--- src/include/dbg_defs.svh ---
`ifndef DBG_DEFS_SVH
`define DBG_DEFS_SVH

// ************************************************************
// Widths of the CPU snapshot and of the text path
// ************************************************************

`define DBG_CHAR_W      8       // One ASCII byte
`define DBG_NIBBLE_W    4
`define DBG_PC_W        20      // PC and return-stack entries
`define DBG_PC_DIGITS   5
`define DBG_RSTK_PTR_W  3
`define DBG_ST_W        16
`define DBG_HST_W       4
`define DBG_C_DIGITS    16
`define DBG_DIGIT_W     4       // Digit counter, covers all C nibbles

// ************************************************************
// Text buffer and serial link
// ************************************************************

`define DBG_BUF_DEPTH   512
`define DBG_ADDR_W      9
`define DBG_CREDITS     4       // Credits held by the transmitter after reset

`endif

--- src/hw/dbg_pkg.sv ---
`include "dbg_defs.svh"

package dbg_pkg;

    typedef logic [`DBG_CHAR_W-1:0]   char_t;
    typedef logic [`DBG_NIBBLE_W-1:0] nibble_t;
    typedef logic [`DBG_ADDR_W-1:0]   addr_t;

    // What one entry of the field table emits
    typedef enum logic [2:0] {
        FK_LITERAL,     // Fixed text from the literal ROM
        FK_PC_HEX,
        FK_RSTK_HEX,    // Return-stack entry named by the argument
        FK_C_HEX,       // C register through the nibble port
        FK_BITS_HST,
        FK_BITS_ST,
        FK_SINGLE,      // 0 carry, 1 P, 2 rstk pointer
        FK_MODE         // HEX or DEC
    } field_kind_e;

    // One field-table entry, 16 bits
    typedef struct packed {
        field_kind_e kind;
        logic [5:0]  lit_idx;   // Start in the literal ROM
        logic [6:0]  arg;       // Literal length, or source selector
    } field_t;

endpackage

--- src/hw/dump_sequencer.sv ---
`timescale 1ns/100ps
`include "dbg_defs.svh"

module dump_sequencer (
    input  logic                        i_clk,
    input  logic                        i_reset,
    input  logic                        i_start,
    input  logic                        i_tx_done,
    output logic                        o_busy,
    output dbg_pkg::field_kind_e        o_kind,
    output logic [`DBG_RSTK_PTR_W-1:0]  o_arg,
    output logic [`DBG_DIGIT_W-1:0]     o_digit_idx,
    output dbg_pkg::char_t              o_lit_char,
    output dbg_pkg::addr_t              o_wr_addr,
    output logic                        o_fmt_valid,
    output logic                        o_tx_start,
    output dbg_pkg::addr_t              o_last_addr
);

    typedef logic [`DBG_DIGIT_W-1:0] digit_t;
    typedef enum logic [1:0] {S_IDLE, S_FORMAT, S_SEND} state_e;

    localparam int NUM_FIELDS = 26;
    localparam int LIT_LEN    = 58;

    // ************************************************************
    // Literal text, first character in the top byte
    // ************************************************************
    // \012 is LF and \015 is CR
    localparam logic [`DBG_CHAR_W*LIT_LEN-1:0] LIT_TEXT = {
        "\012\015PC: ", " Carry: ", " h: ", " rp: ", " RSTK7: ",
        "\012\015P: ", " HST: ", " ST: ", "6: ", "\012\015C: ", "0: "
    };

    localparam dbg_pkg::field_t FIELD_ROM [NUM_FIELDS] = '{
        '{dbg_pkg::FK_LITERAL,  6'd0,  7'd6},   // LF CR "PC: "
        '{dbg_pkg::FK_PC_HEX,   6'd0,  7'd0},
        '{dbg_pkg::FK_LITERAL,  6'd6,  7'd8},   // " Carry: "
        '{dbg_pkg::FK_SINGLE,   6'd0,  7'd0},
        '{dbg_pkg::FK_LITERAL,  6'd14, 7'd4},   // " h: "
        '{dbg_pkg::FK_MODE,     6'd0,  7'd0},
        '{dbg_pkg::FK_LITERAL,  6'd18, 7'd5},   // " rp: "
        '{dbg_pkg::FK_SINGLE,   6'd0,  7'd2},
        '{dbg_pkg::FK_LITERAL,  6'd23, 7'd8},   // " RSTK7: "
        '{dbg_pkg::FK_RSTK_HEX, 6'd0,  7'd7},
        '{dbg_pkg::FK_LITERAL,  6'd31, 7'd5},   // LF CR "P: "
        '{dbg_pkg::FK_SINGLE,   6'd0,  7'd1},
        '{dbg_pkg::FK_LITERAL,  6'd36, 7'd6},   // " HST: "
        '{dbg_pkg::FK_BITS_HST, 6'd0,  7'd0},
        '{dbg_pkg::FK_LITERAL,  6'd42, 7'd5},   // " ST: "
        '{dbg_pkg::FK_BITS_ST,  6'd0,  7'd0},
        '{dbg_pkg::FK_LITERAL,  6'd23, 7'd5},   // " RSTK" shared with RSTK7
        '{dbg_pkg::FK_LITERAL,  6'd47, 7'd3},   // "6: "
        '{dbg_pkg::FK_RSTK_HEX, 6'd0,  7'd6},
        '{dbg_pkg::FK_LITERAL,  6'd50, 7'd5},   // LF CR "C: "
        '{dbg_pkg::FK_C_HEX,    6'd0,  7'd0},
        '{dbg_pkg::FK_LITERAL,  6'd0,  7'd2},   // LF CR
        '{dbg_pkg::FK_LITERAL,  6'd24, 7'd4},   // "RSTK"
        '{dbg_pkg::FK_LITERAL,  6'd55, 7'd3},   // "0: "
        '{dbg_pkg::FK_RSTK_HEX, 6'd0,  7'd0},
        '{dbg_pkg::FK_LITERAL,  6'd0,  7'd2}    // Closing LF CR
    };

    // Index of the first digit of a field, digits count down to zero
    function automatic digit_t last_digit(dbg_pkg::field_t f);
        case (f.kind)
            dbg_pkg::FK_LITERAL:  return digit_t'(f.arg - 7'd1);
            dbg_pkg::FK_PC_HEX,
            dbg_pkg::FK_RSTK_HEX: return digit_t'(`DBG_PC_DIGITS - 1);
            dbg_pkg::FK_C_HEX:    return digit_t'(`DBG_C_DIGITS - 1);
            dbg_pkg::FK_BITS_HST: return digit_t'(`DBG_HST_W - 1);
            dbg_pkg::FK_BITS_ST:  return digit_t'(`DBG_ST_W - 1);
            dbg_pkg::FK_MODE:     return digit_t'(2);
            default:              return '0;
        endcase
    endfunction

    state_e                        state;
    logic [$clog2(NUM_FIELDS)-1:0] field_idx;
    digit_t                        cnt;
    dbg_pkg::field_t               cur;
    logic [5:0]                    lit_pos;
    logic                          field_end;
    logic                          dump_end;

    assign cur       = FIELD_ROM[field_idx];
    assign field_end = (cnt == '0);
    assign dump_end  = field_end && (field_idx == NUM_FIELDS - 1);
    assign lit_pos   = cur.lit_idx + (last_digit(cur) - cnt);     // Literals read forward

    assign o_busy      = (state != S_IDLE);
    assign o_fmt_valid = (state == S_FORMAT);
    assign o_kind      = cur.kind;
    assign o_arg       = cur.arg[`DBG_RSTK_PTR_W-1:0];
    assign o_digit_idx = cnt;
    assign o_lit_char  = LIT_TEXT[`DBG_CHAR_W*(LIT_LEN-1-lit_pos) +: `DBG_CHAR_W];

    always_ff @(posedge i_clk) begin
        o_tx_start <= 1'b0;                         // Single-cycle pulse
        if (i_reset) begin
            state     <= S_IDLE;
            field_idx <= '0;
            cnt       <= '0;
            o_wr_addr <= '0;
        end else begin
            case (state)
                S_IDLE: begin
                    if (i_start) begin
                        state     <= S_FORMAT;
                        field_idx <= '0;
                        cnt       <= last_digit(FIELD_ROM[0]);
                        o_wr_addr <= '0;
                    end
                end
                S_FORMAT: begin
                    o_wr_addr <= o_wr_addr + 1'b1;  // One character per cycle
                    if (dump_end) begin
                        state      <= S_SEND;
                        o_tx_start <= 1'b1;
                    end else if (field_end) begin
                        field_idx <= field_idx + 1'b1;
                        cnt       <= last_digit(FIELD_ROM[field_idx + 1'b1]);
                    end else begin
                        cnt <= cnt - 1'b1;
                    end
                end
                S_SEND: begin
                    if (i_tx_done) begin
                        state <= S_IDLE;
                    end
                end
                default: state <= S_IDLE;
            endcase
        end
    end

    always_ff @(posedge i_clk) begin
        if (o_fmt_valid && dump_end) begin
            o_last_addr <= o_wr_addr;               // Held until the next dump
        end
    end

    // Within one dump the write address only climbs, so the text never wraps the buffer
    a_wr_addr_no_wrap: assert property (@(posedge i_clk) disable iff (i_reset)
        o_fmt_valid ##1 o_fmt_valid |-> o_wr_addr > $past(o_wr_addr));

endmodule

--- src/hw/field_formatter.sv ---
`timescale 1ns/100ps
`include "dbg_defs.svh"

module field_formatter (
    input  logic                        i_clk,
    input  logic                        i_reset,
    input  dbg_pkg::field_kind_e        i_kind,
    input  logic [`DBG_RSTK_PTR_W-1:0]  i_arg,
    input  logic [`DBG_DIGIT_W-1:0]     i_digit_idx,
    input  dbg_pkg::char_t              i_lit_char,
    input  dbg_pkg::addr_t              i_wr_addr,
    input  logic                        i_fmt_valid,
    input  logic [`DBG_PC_W-1:0]        i_current_pc,
    input  logic                        i_carry,
    input  logic                        i_alu_mode,
    input  logic [`DBG_RSTK_PTR_W-1:0]  i_rstk_ptr,
    input  dbg_pkg::nibble_t            i_reg_p,
    input  logic [`DBG_HST_W-1:0]       i_reg_hst,
    input  logic [`DBG_ST_W-1:0]        i_reg_st,
    input  logic [`DBG_PC_W-1:0]        i_rstk_val,
    input  dbg_pkg::nibble_t            i_c_nibble,
    output logic [`DBG_RSTK_PTR_W-1:0]  o_rstk_sel,
    output logic [`DBG_DIGIT_W-1:0]     o_c_nibble_sel,
    output logic                        o_wr_en,
    output dbg_pkg::addr_t              o_wr_addr,
    output dbg_pkg::char_t              o_wr_char
);

    // Uppercase hex digit
    function automatic dbg_pkg::char_t hex_char(dbg_pkg::nibble_t n);
        return (n < 4'd10) ? "0" + n : "A" - 8'd10 + n;
    endfunction

    dbg_pkg::nibble_t nibble;
    dbg_pkg::char_t   ch;

    // CPU read ports are combinational, the value answers in the same cycle
    assign o_rstk_sel     = (i_fmt_valid && i_kind == dbg_pkg::FK_RSTK_HEX) ? i_arg : '0;
    assign o_c_nibble_sel = (i_fmt_valid && i_kind == dbg_pkg::FK_C_HEX) ? i_digit_idx : '0;

    // ************************************************************
    // Source nibble for the current digit
    // ************************************************************
    always_comb begin
        nibble = '0;
        case (i_kind)
            dbg_pkg::FK_PC_HEX:   nibble = i_current_pc[i_digit_idx*`DBG_NIBBLE_W +: `DBG_NIBBLE_W];
            dbg_pkg::FK_RSTK_HEX: nibble = i_rstk_val[i_digit_idx*`DBG_NIBBLE_W +: `DBG_NIBBLE_W];
            dbg_pkg::FK_C_HEX:    nibble = i_c_nibble;
            dbg_pkg::FK_BITS_HST: nibble = {3'b000, i_reg_hst[i_digit_idx[1:0]]};
            dbg_pkg::FK_BITS_ST:  nibble = {3'b000, i_reg_st[i_digit_idx]};
            dbg_pkg::FK_SINGLE: begin
                case (i_arg)
                    3'd0:    nibble = {3'b000, i_carry};
                    3'd1:    nibble = i_reg_p;
                    default: nibble = {1'b0, i_rstk_ptr};
                endcase
            end
            default: nibble = '0;
        endcase
    end

    always_comb begin
        case (i_kind)
            dbg_pkg::FK_LITERAL: ch = i_lit_char;
            dbg_pkg::FK_MODE: begin
                case (i_digit_idx)
                    4'd2:    ch = i_alu_mode ? "D" : "H";
                    4'd1:    ch = "E";
                    default: ch = i_alu_mode ? "C" : "X";
                endcase
            end
            default: ch = hex_char(nibble);
        endcase
    end

    always_ff @(posedge i_clk) begin
        if (i_reset) begin
            o_wr_en <= 1'b0;
        end else begin
            o_wr_en <= i_fmt_valid;
        end
    end

    always_ff @(posedge i_clk) begin
        o_wr_addr <= i_wr_addr;                     // Buffer write one cycle later
        o_wr_char <= ch;
    end

endmodule

--- src/hw/text_buffer.sv ---
`timescale 1ns/100ps
`include "dbg_defs.svh"

module text_buffer (
    input  logic            i_clk,
    input  logic            i_wr_en,
    input  dbg_pkg::addr_t  i_wr_addr,
    input  dbg_pkg::char_t  i_wr_char,
    input  logic            i_rd_en,
    input  dbg_pkg::addr_t  i_rd_addr,
    output dbg_pkg::char_t  o_rd_char
);

    dbg_pkg::char_t mem [`DBG_BUF_DEPTH];

    always_ff @(posedge i_clk) begin
        if (i_wr_en) begin
            mem[i_wr_addr] <= i_wr_char;
        end
        if (i_rd_en) begin
            o_rd_char <= mem[i_rd_addr];            // Data one cycle after the read
        end
    end

endmodule

--- src/hw/credit_tx.sv ---
`timescale 1ns/100ps
`include "dbg_defs.svh"

module credit_tx (
    input  logic            i_clk,
    input  logic            i_reset,
    input  logic            i_tx_start,
    input  dbg_pkg::addr_t  i_last_addr,
    input  dbg_pkg::char_t  i_rd_char,
    input  logic            i_credit_return,
    output logic            o_rd_en,
    output dbg_pkg::addr_t  o_rd_addr,
    output logic            o_char_valid,
    output dbg_pkg::char_t  o_char_data,
    output logic            o_tx_done
);

    localparam int CRED_W = $clog2(`DBG_CREDITS + 1);

    logic [CRED_W-1:0] credits;
    logic              active;
    logic              last_rd;

    // The read issued last cycle already owns one of the credits
    assign o_rd_en     = active && (credits > {{(CRED_W-1){1'b0}}, o_char_valid});
    assign last_rd     = (o_rd_addr == i_last_addr);
    assign o_char_data = i_rd_char;

    always_ff @(posedge i_clk) begin
        if (i_reset) begin
            active       <= 1'b0;
            o_rd_addr    <= '0;
            o_char_valid <= 1'b0;
            o_tx_done    <= 1'b0;
            credits      <= CRED_W'(`DBG_CREDITS);
        end else begin
            o_char_valid <= o_rd_en;
            o_tx_done    <= o_rd_en && last_rd;     // Lines up with the last character
            credits      <= credits - o_char_valid + i_credit_return;
            if (i_tx_start) begin
                active    <= 1'b1;
                o_rd_addr <= '0;
            end else if (o_rd_en) begin
                o_rd_addr <= o_rd_addr + 1'b1;
                if (last_rd) begin
                    active <= 1'b0;
                end
            end
        end
    end

    // Sink returns at most what it received
    a_credit_max: assert property (@(posedge i_clk) disable iff (i_reset)
        credits <= `DBG_CREDITS);

    a_valid_has_credit: assert property (@(posedge i_clk) disable iff (i_reset)
        o_char_valid |-> credits != '0);

endmodule

--- src/hw/reg_dump_top.sv ---
`timescale 1ns/100ps
`include "dbg_defs.svh"

module reg_dump_top (
    input  logic                        i_clk,
    input  logic                        i_reset,
    input  logic                        i_start,
    output logic                        o_busy,
    input  logic [`DBG_PC_W-1:0]        i_current_pc,
    input  logic                        i_carry,
    input  logic                        i_alu_mode,
    input  logic [`DBG_RSTK_PTR_W-1:0]  i_rstk_ptr,
    input  dbg_pkg::nibble_t            i_reg_p,
    input  logic [`DBG_HST_W-1:0]       i_reg_hst,
    input  logic [`DBG_ST_W-1:0]        i_reg_st,
    output logic [`DBG_RSTK_PTR_W-1:0]  o_rstk_sel,
    input  logic [`DBG_PC_W-1:0]        i_rstk_val,
    output logic [`DBG_DIGIT_W-1:0]     o_c_nibble_sel,
    input  dbg_pkg::nibble_t            i_c_nibble,
    output logic                        o_char_valid,
    output dbg_pkg::char_t              o_char_data,
    input  logic                        i_credit_return
);

    dbg_pkg::field_kind_e        kind;
    logic [`DBG_RSTK_PTR_W-1:0]  arg;
    logic [`DBG_DIGIT_W-1:0]     digit_idx;
    dbg_pkg::char_t              lit_char;
    dbg_pkg::addr_t              fmt_addr;
    logic                        fmt_valid;
    logic                        tx_start;
    logic                        tx_done;
    dbg_pkg::addr_t              last_addr;
    logic                        wr_en;
    dbg_pkg::addr_t              wr_addr;
    dbg_pkg::char_t              wr_char;
    logic                        rd_en;
    dbg_pkg::addr_t              rd_addr;
    dbg_pkg::char_t              rd_char;

    dump_sequencer u_seq (
        .i_clk(i_clk), .i_reset(i_reset), .i_start(i_start), .i_tx_done(tx_done),
        .o_busy(o_busy), .o_kind(kind), .o_arg(arg), .o_digit_idx(digit_idx),
        .o_lit_char(lit_char), .o_wr_addr(fmt_addr), .o_fmt_valid(fmt_valid),
        .o_tx_start(tx_start), .o_last_addr(last_addr)
    );

    field_formatter u_fmt (
        .i_clk(i_clk), .i_reset(i_reset), .i_kind(kind), .i_arg(arg),
        .i_digit_idx(digit_idx), .i_lit_char(lit_char), .i_wr_addr(fmt_addr),
        .i_fmt_valid(fmt_valid), .i_current_pc(i_current_pc), .i_carry(i_carry),
        .i_alu_mode(i_alu_mode), .i_rstk_ptr(i_rstk_ptr), .i_reg_p(i_reg_p),
        .i_reg_hst(i_reg_hst), .i_reg_st(i_reg_st), .i_rstk_val(i_rstk_val),
        .i_c_nibble(i_c_nibble), .o_rstk_sel(o_rstk_sel), .o_c_nibble_sel(o_c_nibble_sel),
        .o_wr_en(wr_en), .o_wr_addr(wr_addr), .o_wr_char(wr_char)
    );

    text_buffer u_buf (
        .i_clk(i_clk), .i_wr_en(wr_en), .i_wr_addr(wr_addr), .i_wr_char(wr_char),
        .i_rd_en(rd_en), .i_rd_addr(rd_addr), .o_rd_char(rd_char)
    );

    credit_tx u_tx (
        .i_clk(i_clk), .i_reset(i_reset), .i_tx_start(tx_start), .i_last_addr(last_addr),
        .i_rd_char(rd_char), .i_credit_return(i_credit_return), .o_rd_en(rd_en),
        .o_rd_addr(rd_addr), .o_char_valid(o_char_valid), .o_char_data(o_char_data),
        .o_tx_done(tx_done)
    );

endmodule

--- config.mk ---
export PLATFORM = sky130hd
export DESIGN_NAME = reg_dump_top
export DESIGN_NICKNAME = d
export VERILOG_FILES = /design/src/hw/dbg_pkg.sv /design/src/hw/dump_sequencer.sv /design/src/hw/field_formatter.sv /design/src/hw/text_buffer.sv /design/src/hw/credit_tx.sv /design/src/hw/reg_dump_top.sv
export VERILOG_INCLUDE_DIRS = /design/src /design/src/include
export SDC_FILE = /design/constraint.sdc
export NUM_CORES = 2
export LEC_CHECK = 0
export BUFFER_PORTS_ARGS = -buffer_cell sky130_fd_sc_hd__buf_2
export CELL_PAD_IN_SITES_DETAIL_PLACEMENT = 1
export CELL_PAD_IN_SITES_GLOBAL_PLACEMENT = 2
export CORE_ASPECT_RATIO = 0.8
export CORE_MARGIN = 4
export CORE_UTILIZATION = 46
export CTS_CLUSTER_DIAMETER = 80
export CTS_CLUSTER_SIZE = 25
export DETAILED_ROUTE_END_ITERATION = 12
export GPL_ROUTABILITY_DRIVEN = 0
export HOLD_SLACK_MARGIN = 0.15
export PLACE_DENSITY = 0.71
export SLEW_MARGIN = 20
export SYNTH_ARGS = -nofsm -noshare
export SYNTH_HDL_FRONTEND = slang
export SYNTH_SLANG_ARGS = --single-unit
--- constraint.sdc ---
create_clock -name i_clk -period 8.1 [get_ports i_clk]
set_input_delay 1.62 -clock i_clk [delete_from_list [all_inputs] [get_ports i_clk]]
set_output_delay 1.62 -clock i_clk [all_outputs]
set_load 0.01 [all_outputs]
==> results.py <==
metrics = {
    "logic_synthesis": {
        "ys_seq_area_share_pct": 75.6,
        "synth.area.mux_share_pct": 18.2,
        "syn-num-nets": 6716,
        "netlist.area_leader.share_pct": 74.9,
        "synth_fa_ha_area_share_pct": 0.335,
        "netlist_top_cells_area": "edfxtp_1 (75%), mux4_2 (18%), nor2_1 (1.6%)",
        "yosys_warnings": 0,
        "synth_xor_area_share_pct": 0.286,
        "syn_area_per_cell_sq_um": 21.9,
        "synth_edf_count": 3600,
        "synthFlopType": "edfxtp_1",
        "synth_top_family_by_area": "multiplexers",
        "async_reset_ff_share_pct": 0,
        "ys_seq_elements": 3653,
        "synth_simple_gate_area_share_pct": 2.65,
        "netlist_area_sq_um": 144000,
        "synth_compound_area_share_pct": 1.47,
        "yosysTopAreaCell": "edfxtp_1",
        "synth_cells": 6603,
        "synth_cell_types": 76,
    },
    "clocking": {
        "clock_latency_ps": 900,
        "ctsHoldBuffers": 0,
        "cts_tree": "built",
        "h-tree-depth": 4,
        "cts_resized": 0,
        "post_cts_buffers": 0,
        "cts.sinks": 3653,
        "path_clk_slew_ps": 100,
        "clk_path_buf_depth": 4,
        "cts-root-buf": "clkbuf_16",
        "numCtsBuffers": 176,
    },
    "hold_path": {
        "min_to": "u_fmt.o_wr_addr[8]",
        "hold_start": "u_seq.o_wr_addr[8]",
        "worstHoldPathCells": 0,
        "hold_path_class": "flop to flop",
    },
    "detailed_routing": {
        "avgViaCountPerCell": 6.32,
        "wl_mm": 373,
        "num_vias": 68219,
        "drt-pass1-iter-count": 5,
        "drc": 0,
        "ant_nets": 0,
        "dr.first_iter.drc_count": 9045,
        "routedWlPerCell_microns": 34.6,
    },
    "finish": {
        "areaGrowthSynthToFinish_pct": 7.00,
        "mostFrequentLayoutCells": "edfxtp_1 (3,600), mux4_2 (1,151), nor2_1 (601), clkbuf_16 (181), nand2_1 (142)",
        "fin_nets": 6699,
        "stdcell_area_sq_um": 154000,
        "drive_gt1_share_pct": 24.5,
        "final_common_cell": "edfxtp_1",
    },
    "pwr": {
        "ir_drop_mv": 0.264,
        "leakage_uw": 0.0446,
        "totalPowerFinal_uw": 37100,
        "p_per_area_nw_per_um2": 240,
    },
    "timing": {
        "max_freq_ghz": 0.141,
        "hold_viol": 0,
        "timing.final.crit_share_pct": 87.3,
        "fin_setup_tns_ps": 0,
        "drv_slew": 0,
        "timing.hold.ws_ps": 411,
        "clock_skew_ps": 69.0,
        "slew_headroom_pct": 11.0,
        "period_needed_ps": 7070,
        "worst_slew_pin_slew_ps": 1340,
        "grt_setup_unrepaired": "false",
        "setup_viol": 0,
    },
    "global_route": {
        "grt_antenna_before_repair": 20,
        "grt_usage_pct": 23.1,
        "grt_first_pass_wirelength_mm": 536,
        "grt_max_degree": 219,
        "grt_pass1_vias": 70004,
        "grt_overflow": 0,
    },
    "worst_setup_path": {
        "crit_path_start_kind": "flop",
        "crit_chain": "inv_1 > ha_1 > mux2_2 > o211ai_1 > nand2_1 > nand2_1 > a21boi_0 > ha_1 > inv_1 > fa_1 > fa_1 > inv_1 > buf_4 > ha_1 > inv_1 > xnor3_1 > nand2_1 > maj3_1 > o221ai_1 > nand2_1 > a311o_1",
        "crit_slowest_cell": "dfxtp_1",
        "cpPeakStageDelay_ps": 830,
        "rr_worst_depth": 21,
        "cp_max_fo": 21,
        "worstSetupPathType": "flop to flop",
        "worst_setup_path_end_kind": "flop",
        "r2r_slack_ps": 1030,
        "required_ps": 8820,
        "reg2reg_from": "u_seq.field_idx[0]",
        "arrival_ps": 7790,
        "rr_endpoint": "u_fmt.o_wr_char[6]",
    },
    "placed_design": {
        "port_buffers": 92,
        "placed_area_sq_um": 150000,
        "dp.final_hpwl_mm": 224,
    },
    "floorplan": {
        "num_rows": 183,
        "start_util_pct": 46.3,
        "pin_count": 94,
        "core_sq_um": 312000,
        "die_h_microns": 509,
        "fp.dieW_microns": 634,
        "die_area_sq_um": 323000,
    },
    "run_status": {
        "status": "finished, final reports clean",
    },
    "run": {
        "drv_cap": 0,
    },
}
## report_power, final
| group | internal, uW | total [uW] | switching [uW] | leakage (uW) |
|---|---|---|---|---|
| registers | 23400 | 23700 | 296 | 0.0329 |
| clock network | 4090 | 9850 | 5750 | 0.00232 |
| logic | 464 | 3510 | 3050 | 0.00929 |
## critical path, delay by kind of cell (launching register included)
kind / cells / cell delay (ps)
flops: 1 / 830
xor+xnor: 1 / 620
mux: 1 / 330
compound gates: 4 / 1010
buf+inv: 5 / 860
fa+ha+maj: 6 / 2390
simple gates: 4 / 850
## metrics by stage
step | setup WS [ps] | instances | util, %
after floorplan | 95.7 | 6603 | -
after global placement | 1300 | 10568 | 48.0
after detailed placement | 1190 | 10568 | 48.0
after CTS | 1110 | 10788 | 49.6
after global routing | 530 | 10790 | 49.6
final | 1030 | 10793 | 49.6
## worst max path at each step
stage / from / to / slack, ps / cells after the start
2_1_floorplan: u_fmt.o_wr_char[0] / u_buf.mem[0][0] / 100 / 0
3_3_place_gp: u_seq.field_idx[0] / u_fmt.o_wr_char[6] / 1300 / 21
3_5_place_dp: u_seq.field_idx[0] / u_fmt.o_wr_char[6] / 1190 / 21
4_1_cts: u_seq.field_idx[0] / u_fmt.o_wr_char[6] / 1110 / 21
5_1_grt: u_seq.field_idx[0] / u_fmt.o_wr_char[0] / 530 / 22
6_report: u_seq.field_idx[0] / u_fmt.o_wr_char[6] / 1030 / 21
## metal layers
layer,GRT usage (%),up-vias,part of all wire [%]
met4,4.28,6,1.9
met5,0,-,0.011
met2,35.3,2501,47
met1,35.7,37956,44
met3,3.79,366,7.0
li1,-,27390,-
## cell type report
cell class	count	area [sq um]
inverter	32	123
fill	27211	157000
timing repair buffer	219	1780
sequential	3653	109000
multi-input combinational	2504	33400
clock buffer	204	4620
antenna	3	7.51
clock inverter	16	173
tap	4162	5210
## flip-flops by register name, summed over array words and instances, names as in the netlist, 2 cells and up
name,count
u_buf.mem,3584
u_fmt.o_wr_char,7
u_seq.o_wr_addr,9
u_seq.state,2
u_seq.o_digit_idx,4
u_tx.credits,3
u_tx.o_rd_addr,9
u_buf.o_rd_char,7
u_fmt.o_wr_addr,9
u_seq.field_idx,5
u_seq.o_last_addr,9
## synth_stat cells (31+ instances only)
master and count:
a21oi_1 61, mux2i_1 31, dfxtp_1 53, edfxtp_1 3600
nor3_1 32, ha_1 33, nor2_1 604, clkbuf_1 220
buf_2 101, buf_1 46, mux4_2 1151, nand3_1 49
nand2_1 154, o21ai_0 58
## logic make-up after synthesis
kind of cell               after synthesis
xor gates and xnor gates                44
adders and majority gates               37
DFF                                   3653
muxes                                 1191
buffers and inverters                  446
and+or+nand+nor                        922
other                                    1
AOI/OAI and AO/OA                      309
(Power assumes the default switching activity.)
